===== src/logic/knightPkg.sv =====
`default_nettype none

package knightPkg;

  ////////////////////////////////////////
  // Timing constants
  ////////////////////////////////////////

  // Clock cycles per UART bit
  localparam int BAUD_DIV = 16;
  localparam int BAUD_W = $clog2(BAUD_DIV);

  // Gyro calibration length in clock cycles
  localparam int CAL_CYCLES = 200;
  localparam int CAL_W = $clog2(CAL_CYCLES);

  // Travel time for one board square
  localparam int SQUARE_CYCLES = 64;
  localparam int SQ_W = $clog2(SQUARE_CYCLES);

  // Highest legal coordinate on the 5x5 board
  localparam int BOARD_MAX = 4;

  ////////////////////////////////////////
  // Response bytes
  ////////////////////////////////////////

  localparam logic [7:0] ACK = 8'hA5;
  localparam logic [7:0] NAK = 8'h5A;

  ////////////////////////////////////////
  // Command fields
  ////////////////////////////////////////

  // Opcode in command bits 15 to 12
  typedef enum logic [3:0] {
    CAL_GYRO = 4'h2,
    MOVE     = 4'h4
  } opcode_e;

  // Heading in command bits 11 to 4
  // North is +y and east is +x
  typedef enum logic [7:0] {
    NORTH = 8'h00,
    WEST  = 8'h3F,
    SOUTH = 8'h7F,
    EAST  = 8'hBF
  } heading_e;

  // Full 16-bit host command, high byte first on the wire
  typedef struct packed {
    opcode_e    opcode;
    heading_e   heading;
    logic [3:0] squares;
  } cmd_t;

  // Board square of the robot
  typedef struct packed {
    logic [2:0] x;
    logic [2:0] y;
  } pos_t;

  // Accepted move handed to the motion controller
  typedef struct packed {
    heading_e   heading;
    logic [3:0] squares;
  } move_t;

endpackage

`default_nettype wire


===== src/logic/uartRx.sv =====
`default_nettype none

module uartRx (
  input  wire logic  clk,
  input  wire logic  rst,
  input  wire logic  rx,
  output logic [7:0] rxByte,
  output logic       rxValid
);

  import knightPkg::*;

  typedef enum logic [1:0] {
    RX_IDLE,
    RX_START,
    RX_DATA,
    RX_STOP
  } rxState_e;

  rxState_e          state;
  // [0] and [1] synchronise, [2] keeps the previous synced level
  logic [2:0]        rxPipe;
  logic              rxBit;
  logic              rxPrev;
  logic [BAUD_W-1:0] baudCnt;
  logic [2:0]        bitCnt;
  logic [7:0]        shiftReg;
  logic              halfBit;
  logic              fullBit;

  assign rxBit  = rxPipe[1];
  assign rxPrev = rxPipe[2];

  // Mid-start sample point, then one full bit between samples
  assign halfBit = (baudCnt == BAUD_W'(BAUD_DIV / 2 - 1));
  assign fullBit = (baudCnt == BAUD_W'(BAUD_DIV - 1));

  ////////////////////////////////////////
  // Frame FSM
  ////////////////////////////////////////

  always_ff @(posedge clk) begin
    rxValid <= 1'b0;
    if (rst) begin
      rxPipe  <= '1;
      state   <= RX_IDLE;
      baudCnt <= '0;
      bitCnt  <= '0;
    end else begin
      rxPipe <= {rxPipe[1:0], rx};
      case (state)
        RX_IDLE: begin
          baudCnt <= '0;
          bitCnt  <= '0;
          // Falling edge marks the start bit
          if (rxPrev && !rxBit) begin
            state <= RX_START;
          end
        end
        RX_START: begin
          if (halfBit) begin
            baudCnt <= '0;
            // Glitch shorter than half a bit goes back to idle
            state   <= rxBit ? RX_IDLE : RX_DATA;
          end else begin
            baudCnt <= baudCnt + 1'b1;
          end
        end
        RX_DATA: begin
          if (fullBit) begin
            baudCnt <= '0;
            bitCnt  <= bitCnt + 1'b1;
            if (bitCnt == 3'd7) begin
              state <= RX_STOP;
            end
          end else begin
            baudCnt <= baudCnt + 1'b1;
          end
        end
        default: begin
          if (fullBit) begin
            baudCnt <= '0;
            state   <= RX_IDLE;
            // Framing error when stop bit is low, no strobe
            rxValid <= rxBit;
          end else begin
            baudCnt <= baudCnt + 1'b1;
          end
        end
      endcase
    end
  end

  // LSB arrives first
  always_ff @(posedge clk) begin
    if (state == RX_DATA && fullBit) begin
      shiftReg <= {rxBit, shiftReg[7:1]};
    end
  end

  assign rxByte = shiftReg;

endmodule

`default_nettype wire


===== src/logic/uartTx.sv =====
`default_nettype none

module uartTx (
  input  wire logic       clk,
  input  wire logic       rst,
  input  wire logic       txStart,
  input  wire logic [7:0] txByte,
  output logic            tx,
  output logic            busy
);

  import knightPkg::*;

  // Stop, data and start bits, start bit goes out first
  logic [9:0]        frame;
  logic [BAUD_W-1:0] baudCnt;
  logic [3:0]        bitCnt;
  logic              bitEnd;

  assign bitEnd = (baudCnt == BAUD_W'(BAUD_DIV - 1));

  ////////////////////////////////////////
  // Bit timing
  ////////////////////////////////////////

  always_ff @(posedge clk) begin
    if (rst) begin
      busy    <= 1'b0;
      baudCnt <= '0;
      bitCnt  <= '0;
    end else if (txStart) begin
      busy    <= 1'b1;
      baudCnt <= '0;
      bitCnt  <= '0;
    end else if (busy) begin
      if (bitEnd) begin
        baudCnt <= '0;
        // Busy drops when the stop bit period is over
        if (bitCnt == 4'd9) begin
          busy <= 1'b0;
        end else begin
          bitCnt <= bitCnt + 1'b1;
        end
      end else begin
        baudCnt <= baudCnt + 1'b1;
      end
    end
  end

  // Frame shifter
  always_ff @(posedge clk) begin
    if (txStart) begin
      frame <= {1'b1, txByte, 1'b0};
    end else if (busy && bitEnd) begin
      frame <= {1'b1, frame[9:1]};
    end
  end

  // Line idles high
  assign tx = busy ? frame[0] : 1'b1;

  // Producer must hold off until the previous byte is out
  txNoOverlap: assert property (@(posedge clk) disable iff (rst) txStart |-> !busy)
    else $error("uartTx: txStart while busy");

endmodule

`default_nettype wire


===== src/logic/cmdProc.sv =====
`default_nettype none

module cmdProc (
  input  wire logic             clk,
  input  wire logic             rst,
  input  wire logic [7:0]       rxByte,
  input  wire logic             rxValid,
  input  wire knightPkg::pos_t  pos,
  input  wire logic             moving,
  input  wire logic             moveDone,
  output knightPkg::move_t      move,
  output logic                  moveStart,
  output logic [7:0]            txByte,
  output logic                  txStart,
  input  wire logic             busy,
  output logic                  calDone
);

  import knightPkg::*;

  typedef enum logic [2:0] {
    CP_HIGH,
    CP_LOW,
    CP_DECODE,
    CP_CAL,
    CP_MOVE,
    CP_RESP,
    CP_WAIT_TX
  } cpState_e;

  cpState_e         state;
  logic [15:0]      cmdWord;
  cmd_t             cmd;
  logic [CAL_W-1:0] calCnt;
  logic [7:0]       respByte;
  logic [4:0]       reachX;
  logic [4:0]       reachY;
  logic             headingOk;
  logic             inBoard;
  logic             isCal;
  logic             moveOk;

  assign cmd = cmd_t'(cmdWord);

  ////////////////////////////////////////
  // Command checks
  ////////////////////////////////////////

  // Target coordinate for the positive directions, wide enough for 7+15
  assign reachX = 5'(pos.x) + 5'(cmd.squares);
  assign reachY = 5'(pos.y) + 5'(cmd.squares);

  always_comb begin
    headingOk = 1'b1;
    inBoard   = 1'b0;
    case (cmd.heading)
      NORTH: inBoard = (reachY <= 5'(BOARD_MAX));
      SOUTH: inBoard = (cmd.squares <= 4'(pos.y));
      EAST:  inBoard = (reachX <= 5'(BOARD_MAX));
      WEST:  inBoard = (cmd.squares <= 4'(pos.x));
      default: headingOk = 1'b0;
    endcase
  end

  // Calibration may be repeated, a move needs it done first
  assign isCal  = (cmd.opcode == CAL_GYRO);
  assign moveOk = (cmd.opcode == MOVE) && calDone && headingOk && inBoard;

  ////////////////////////////////////////
  // Command FSM
  ////////////////////////////////////////

  always_ff @(posedge clk) begin
    moveStart <= 1'b0;
    if (rst) begin
      state   <= CP_HIGH;
      calCnt  <= '0;
      calDone <= 1'b0;
    end else begin
      case (state)
        CP_HIGH: if (rxValid) state <= CP_LOW;
        CP_LOW:  if (rxValid) state <= CP_DECODE;
        CP_DECODE: begin
          if (isCal) begin
            calCnt <= '0;
            state  <= CP_CAL;
          end else if (!moveOk) begin
            state <= CP_RESP;
          end else if (!moving) begin
            // Launch only into an idle motion controller
            moveStart <= 1'b1;
            state     <= CP_MOVE;
          end
        end
        CP_CAL: begin
          if (calCnt == CAL_W'(CAL_CYCLES - 1)) begin
            calDone <= 1'b1;
            state   <= CP_RESP;
          end else begin
            calCnt <= calCnt + 1'b1;
          end
        end
        CP_MOVE: if (moveDone) state <= CP_RESP;
        // Response holds here while the transmitter is still busy
        CP_RESP: if (!busy) state <= CP_WAIT_TX;
        default: if (!busy) state <= CP_HIGH;
      endcase
    end
  end

  // Byte capture, high byte first
  always_ff @(posedge clk) begin
    if (rxValid && state == CP_HIGH) begin
      cmdWord[15:8] <= rxByte;
    end
    if (rxValid && state == CP_LOW) begin
      cmdWord[7:0] <= rxByte;
    end
  end

  // Response byte and move payload chosen at decode
  always_ff @(posedge clk) begin
    if (state == CP_DECODE) begin
      respByte     <= (isCal || moveOk) ? ACK : NAK;
      move.heading <= cmd.heading;
      move.squares <= cmd.squares;
    end
  end

  assign txByte  = respByte;
  assign txStart = (state == CP_RESP) && !busy;

  // No motion until the gyro has been calibrated
  moveAfterCal: assert property (@(posedge clk) disable iff (rst) moveStart |-> calDone)
    else $error("cmdProc: moveStart before calibration");

endmodule

`default_nettype wire


===== src/logic/motionCtrl.sv =====
`default_nettype none

module motionCtrl (
  input  wire logic             clk,
  input  wire logic             rst,
  input  wire knightPkg::move_t move,
  input  wire logic             moveStart,
  output knightPkg::pos_t       pos,
  output logic                  moving,
  output logic                  moveDone
);

  import knightPkg::*;

  heading_e        heading;
  logic [3:0]      remain;
  logic [SQ_W-1:0] squareCnt;
  pos_t            nextPos;
  logic            squareEnd;

  assign squareEnd = (squareCnt == SQ_W'(SQUARE_CYCLES - 1));

  ////////////////////////////////////////
  // One square step
  ////////////////////////////////////////

  // Board limits were checked upstream
  always_comb begin
    nextPos = pos;
    case (heading)
      NORTH: nextPos.y = pos.y + 3'd1;
      SOUTH: nextPos.y = pos.y - 3'd1;
      EAST:  nextPos.x = pos.x + 3'd1;
      default: nextPos.x = pos.x - 3'd1;
    endcase
  end

  ////////////////////////////////////////
  // Move sequencing
  ////////////////////////////////////////

  always_ff @(posedge clk) begin
    moveDone <= 1'b0;
    if (rst) begin
      // Robot starts on the centre square
      pos.x     <= 3'(BOARD_MAX / 2);
      pos.y     <= 3'(BOARD_MAX / 2);
      moving    <= 1'b0;
      remain    <= '0;
      squareCnt <= '0;
    end else if (moveStart) begin
      remain    <= move.squares;
      squareCnt <= '0;
      // Zero squares finishes right away
      moving    <= (move.squares != 4'd0);
      moveDone  <= (move.squares == 4'd0);
    end else if (moving) begin
      if (squareEnd) begin
        squareCnt <= '0;
        remain    <= remain - 1'b1;
        pos       <= nextPos;
        if (remain == 4'd1) begin
          moving   <= 1'b0;
          moveDone <= 1'b1;
        end
      end else begin
        squareCnt <= squareCnt + 1'b1;
      end
    end
  end

  // Heading latched for the whole move
  always_ff @(posedge clk) begin
    if (moveStart) begin
      heading <= move.heading;
    end
  end

  // Accepted moves must keep the robot on the board
  posOnBoard: assert property (@(posedge clk) disable iff (rst)
    (pos.x <= 3'(BOARD_MAX)) && (pos.y <= 3'(BOARD_MAX)))
    else $error("motionCtrl: robot left the board");

endmodule

`default_nettype wire


===== src/logic/knightTour.sv =====
`default_nettype none

module knightTour (
  input  wire logic       clk,
  input  wire logic       rst,
  input  wire logic       rx,
  output logic            tx,
  output logic            calDone,
  output logic            moving,
  output knightPkg::pos_t pos
);

  import knightPkg::*;

  // Receiver to command processor
  logic [7:0] rxByte;
  logic       rxValid;

  // Command processor to motion controller
  move_t      move;
  logic       moveStart;
  logic       moveDone;

  // Command processor to transmitter
  logic [7:0] txByte;
  logic       txStart;
  logic       busy;

  ////////////////////////////////////////
  // Host link and command path
  ////////////////////////////////////////

  uartRx iRx (.clk(clk), .rst(rst), .rx(rx), .rxByte(rxByte), .rxValid(rxValid));

  cmdProc iCmd (.clk(clk), .rst(rst), .rxByte(rxByte), .rxValid(rxValid), .pos(pos),
                .moving(moving), .moveDone(moveDone), .move(move), .moveStart(moveStart),
                .txByte(txByte), .txStart(txStart), .busy(busy), .calDone(calDone));

  motionCtrl iMotion (.clk(clk), .rst(rst), .move(move), .moveStart(moveStart),
                      .pos(pos), .moving(moving), .moveDone(moveDone));

  uartTx iTx (.clk(clk), .rst(rst), .txStart(txStart), .txByte(txByte), .tx(tx),
              .busy(busy));

endmodule

`default_nettype wire


===== config.mk =====
export PLATFORM = sky130hd
export DESIGN_NAME = knightTour
export DESIGN_NICKNAME = d
export VERILOG_FILES = /design/src/logic/knightPkg.sv /design/src/logic/uartRx.sv /design/src/logic/uartTx.sv /design/src/logic/cmdProc.sv /design/src/logic/motionCtrl.sv /design/src/logic/knightTour.sv
export SDC_FILE = /design/constraint.sdc
export NUM_CORES = 1
export LEC_CHECK = 0
export BUFFER_PORTS_ARGS = -buffer_cell sky130_fd_sc_hd__buf_2
export CAP_MARGIN = 30
export CORE_MARGIN = 3
export CORE_UTILIZATION = 35
export CTS_CLUSTER_SIZE = 28
export DETAILED_ROUTE_END_ITERATION = 6
export SLEW_MARGIN = 10
export SYNTH_ARGS = -nofsm -noshare
export SYNTH_HDL_FRONTEND = slang
export SYNTH_HIERARCHICAL = 1
export SYNTH_SLANG_ARGS = --single-unit

===== constraint.sdc =====
create_clock -name clk -period 3.3 [get_ports clk]
set_input_delay 0.165 -clock clk [delete_from_list [all_inputs] [get_ports clk]]
set_output_delay 0.165 -clock clk [all_outputs]
set_load 0.05 [all_outputs]

==> flow_metrics.env <==
export IMPL_status="finished, final reports clean"
export IMPL_insertion_delay_ps=340
export IMPL_drive_gt1_share_pct=12.9
export IMPL_synth_area_mm2=0.00500
export IMPL_final_setup_tns_ps=0
export IMPL_peakVddDrop_mv=0.246
export IMPL_yosysSeqAreaShare_pct=54.0
export IMPL_wire_per_inst_um=12.5
export IMPL_drc=0
export IMPL_cts_tree="built"
export IMPL_synth_seq_cells=108
export IMPL_cp_data_arrival_time_ps=2640
export IMPL_core_area_mm2=0.0139
export IMPL_die_area_mm2=0.0158
export IMPL_num_rows=43
export IMPL_async_reset_ff_share_pct=0
export IMPL_die_h_um=126
export IMPL_crit_slowest_cell="dfxtp_1"
export IMPL_antennaDiodeCount=0
export IMPL_path_cells="ha_1, inv_1, fa_1, xnor2_1, a21oi_1, nor4bb_1, a22o_2, or3_2, a21oi_1"
export IMPL_cts_setup_buffers=0
export IMPL_path_max_fanout=5
export IMPL_io_buffers=11
export IMPL_cp_start_kind="register"
export IMPL_worst_slew_pin_slew_ps=797
export IMPL_synth_ff_type="edfxtp_1"
export IMPL_min_period_ps=2360
export IMPL_grt_max_degree=40
export IMPL_grt_ovfl_total=0
export IMPL_p_per_area_mw_per_mm2=521
export IMPL_numCtsBuffers=9
export IMPL_power_internal_mw=2.14
export IMPL_area_growth_syn_to_layout_pct=9.98
export IMPL_slew_headroom_pct=46.7
export IMPL_setup_viol=0
export IMPL_synth_enable_flop_cells=54
export IMPL_endpoint_kind="register"
export IMPL_start_util_pct=35.9
export IMPL_cp_slowest_stage_delay_ps=450
export IMPL_fmax_mhz=423
export IMPL_drv_slew=0
export IMPL_yosysTopAreaCellShare_pct=32.4
export IMPL_hold_viol=0
export IMPL_drv_cap=0
export IMPL_cts_htree_levels=3
export IMPL_track_usage_pct=10.9
export IMPL_dpl_cell_count=628
export IMPL_wl_um=8090
export IMPL_io_pins=12
export IMPL_fin_nets=493
export IMPL_n_fill_cell=1344
export IMPL_cts_buffer_depth=2
export IMPL_place_gp_congestion=0.864
export IMPL_rsz0062_at_grt="false"
export IMPL_final_cells=645
export IMPL_firstDrtPassIters=4
export IMPL_dr_first_iter_drc_count=170
export IMPL_final_cell_mix="54 x dfxtp_1, 54 x edfxtp_1, 41 x nand2_1"
export IMPL_p_leak_nw=1.93
export IMPL_power_frac_comb_pct=10.4
export IMPL_grt_pass1_vias=3134
export IMPL_cts_resized=0
export IMPL_dpl_hpwl_um=5800
export IMPL_synth_nets=486
export IMPL_drtAntennaViolNets=0
export IMPL_cp_num_buf_inv=1
export IMPL_synth_cell_types=66
export IMPL_p_clk_share_pct=35.5
export IMPL_crit_family="adder cells"
export IMPL_clkTransAtPathRegs_ps=70
export IMPL_yosysWarnings=6
export IMPL_p_sw_share_pct=25.2
export IMPL_seq_power_share_pct=54.1
export IMPL_netSwitchingPower_uw=724
export IMPL_yosys_area_top_type="edfxtp_1"
export IMPL_required_ps=3570
export IMPL_fp_dieW_um=126
export IMPL_synth_cells=453
export IMPL_numClockSinks=108
export IMPL_dr_total_vias=3163
export IMPL_viasPerCell=4.90
export IMPL_min_path_type="primary input to register"
export IMPL_path_common_cell="a21oi_1"
export IMPL_antenna_found_initial=0
export IMPL_skew_ps=4.12
export IMPL_ys_top_cells_by_area="edfxtp_1 32%, dfxtp_1 22%, ha_1 6.8%, nand2_1 3.1%, nor2_1 2.8%"
export IMPL_worstSetupPathType="register to register"
export IMPL_finalCritPeriodShare_pct=71.6
export IMPL_grt_pass1_wl_um=14300
export IMPL_avgSynthCellArea_um2=11.0
export IMPL_cts_root_buf="clkbuf_16"
==> cell usage after synthesis, types with 3 or more instances <==
master	count
inv_1	26
nor4_1	6
or2_2	6
xnor2_1	13
nor2b_1	5
or3_1	3
a211o_1	4
or4_1	3
clkbuf_1	9
mux2i_1	7
fa_1	3
a21oi_1	19
nor2_1	38
nor3_1	14
edfxtp_1	54
buf_4	6
nand2b_1	5
ha_1	27
nand3b_1	5
nand2_1	41
nor3b_1	4
buf_2	3
xor2_1	10
dfxtp_1	54
o21ai_0	22
nand4_1	9
nand3_1	7
or3_2	3
==> final timing paths <==
kind                                      from                  to  slack (ps)  cells after the start
worst max-delay path            iMotion/pos[3]       iCmd/state[0]         940                      9
worst min-delay path                       rst      iMotion/pos[3]         350                      2
worst max register to register  iMotion/pos[3]       iCmd/state[0]         940                      9
worst min register to register    iCmd/move[9]  iMotion/heading[5]         420                      0
==> worst reg2reg max path: stages (launching register included) <==
cell and delay [ps]:
dfxtp_1 450, ha_1 210, inv_1 50, fa_1 390
xnor2_1 140, a21oi_1 120, nor4bb_1 70, a22o_2 280
or3_2 440, a21oi_1 140
==> state kept, by name, indices dropped and copies added (netlist names), 4 cells and up <==
register           flops
iCmd/cmd              16
iCmd/move             12
iTx/frame              9
iCmd/calCnt            8
iMotion/heading        8
iRx/rxByte             8
iMotion/pos            6
iMotion/squareCnt      6
iMotion/remain         4
iRx/baudCnt            4
iTx/baudCnt            4
iTx/bitCnt             4
==> metal layers <==
metal	GRT usage, %	vias up	wire [um]
li1	-	1631	-
met1	14.3	1506	3970
met2	17.4	19	3860
met3	2.82	7	189
met4	4.27	0	75
met5	0	-	0
==> what timing repair did <==
| item | CTS | global route |
|---|---|---|
| hold buffers | 1 | 0 |
| setup endpoints to repair | 0 | 0 |
| hold endpoints to repair | 1 | 0 |
==> area by class of cell <==
type                    count  area (um^2)  share of cell area (%)
flip-flops and latches    108         2700                    49.1
multi-input cells         301         2110                    38.3
clock buffers              10          229                    4.16
well taps                 180          225                    4.09
inverters                  26         97.6                    1.77
repair buffers             14         77.6                    1.41
clock inverters             6         61.3                    1.11
==> logic make-up (layout without fill, tap and decap cells) <==
logic type                 Yosys count  in the layout  synth area share, %
and+or+nand+nor                    171            171                 18.9
buffers and inverters               44             56                 3.82
DFF                                108            108                 54.0
AOI/OAI and AO/OA                   68             68                 9.35
xor gates and xnor gates            23             23                 4.02
muxes                                9              9                 2.00
adders and majority gates           30             30                 7.95
==> power groups by stage <==
stage	registers [mW]	logic [mW]	clock network, mW
global route	1.56	0.334	1.11
detailed placement	1.58	0.297	0
floorplan	1.55	0.281	0
global placement	1.58	0.293	0
CTS	1.55	0.299	1.06
finish	1.55	0.297	1.02
==> metrics by stage <==
step / util (%) / setup slack (ps) / cell area, um^2 / power (mW) / hold WS, ps
after floorplan: - / 713 / 5000 / 1.83 / 231
after global placement: 37.3 / 986 / 5200 / 1.88 / 350
after detailed placement: 37.3 / 942 / 5200 / 1.88 / 351
after CTS: 39.5 / 918 / 5500 / 2.91 / 358
after global routing: 39.5 / 747 / 5500 / 3.01 / 397
final: 39.5 / 936 / 5500 / 2.87 / 355
Power figures use the tool's default switching activity.
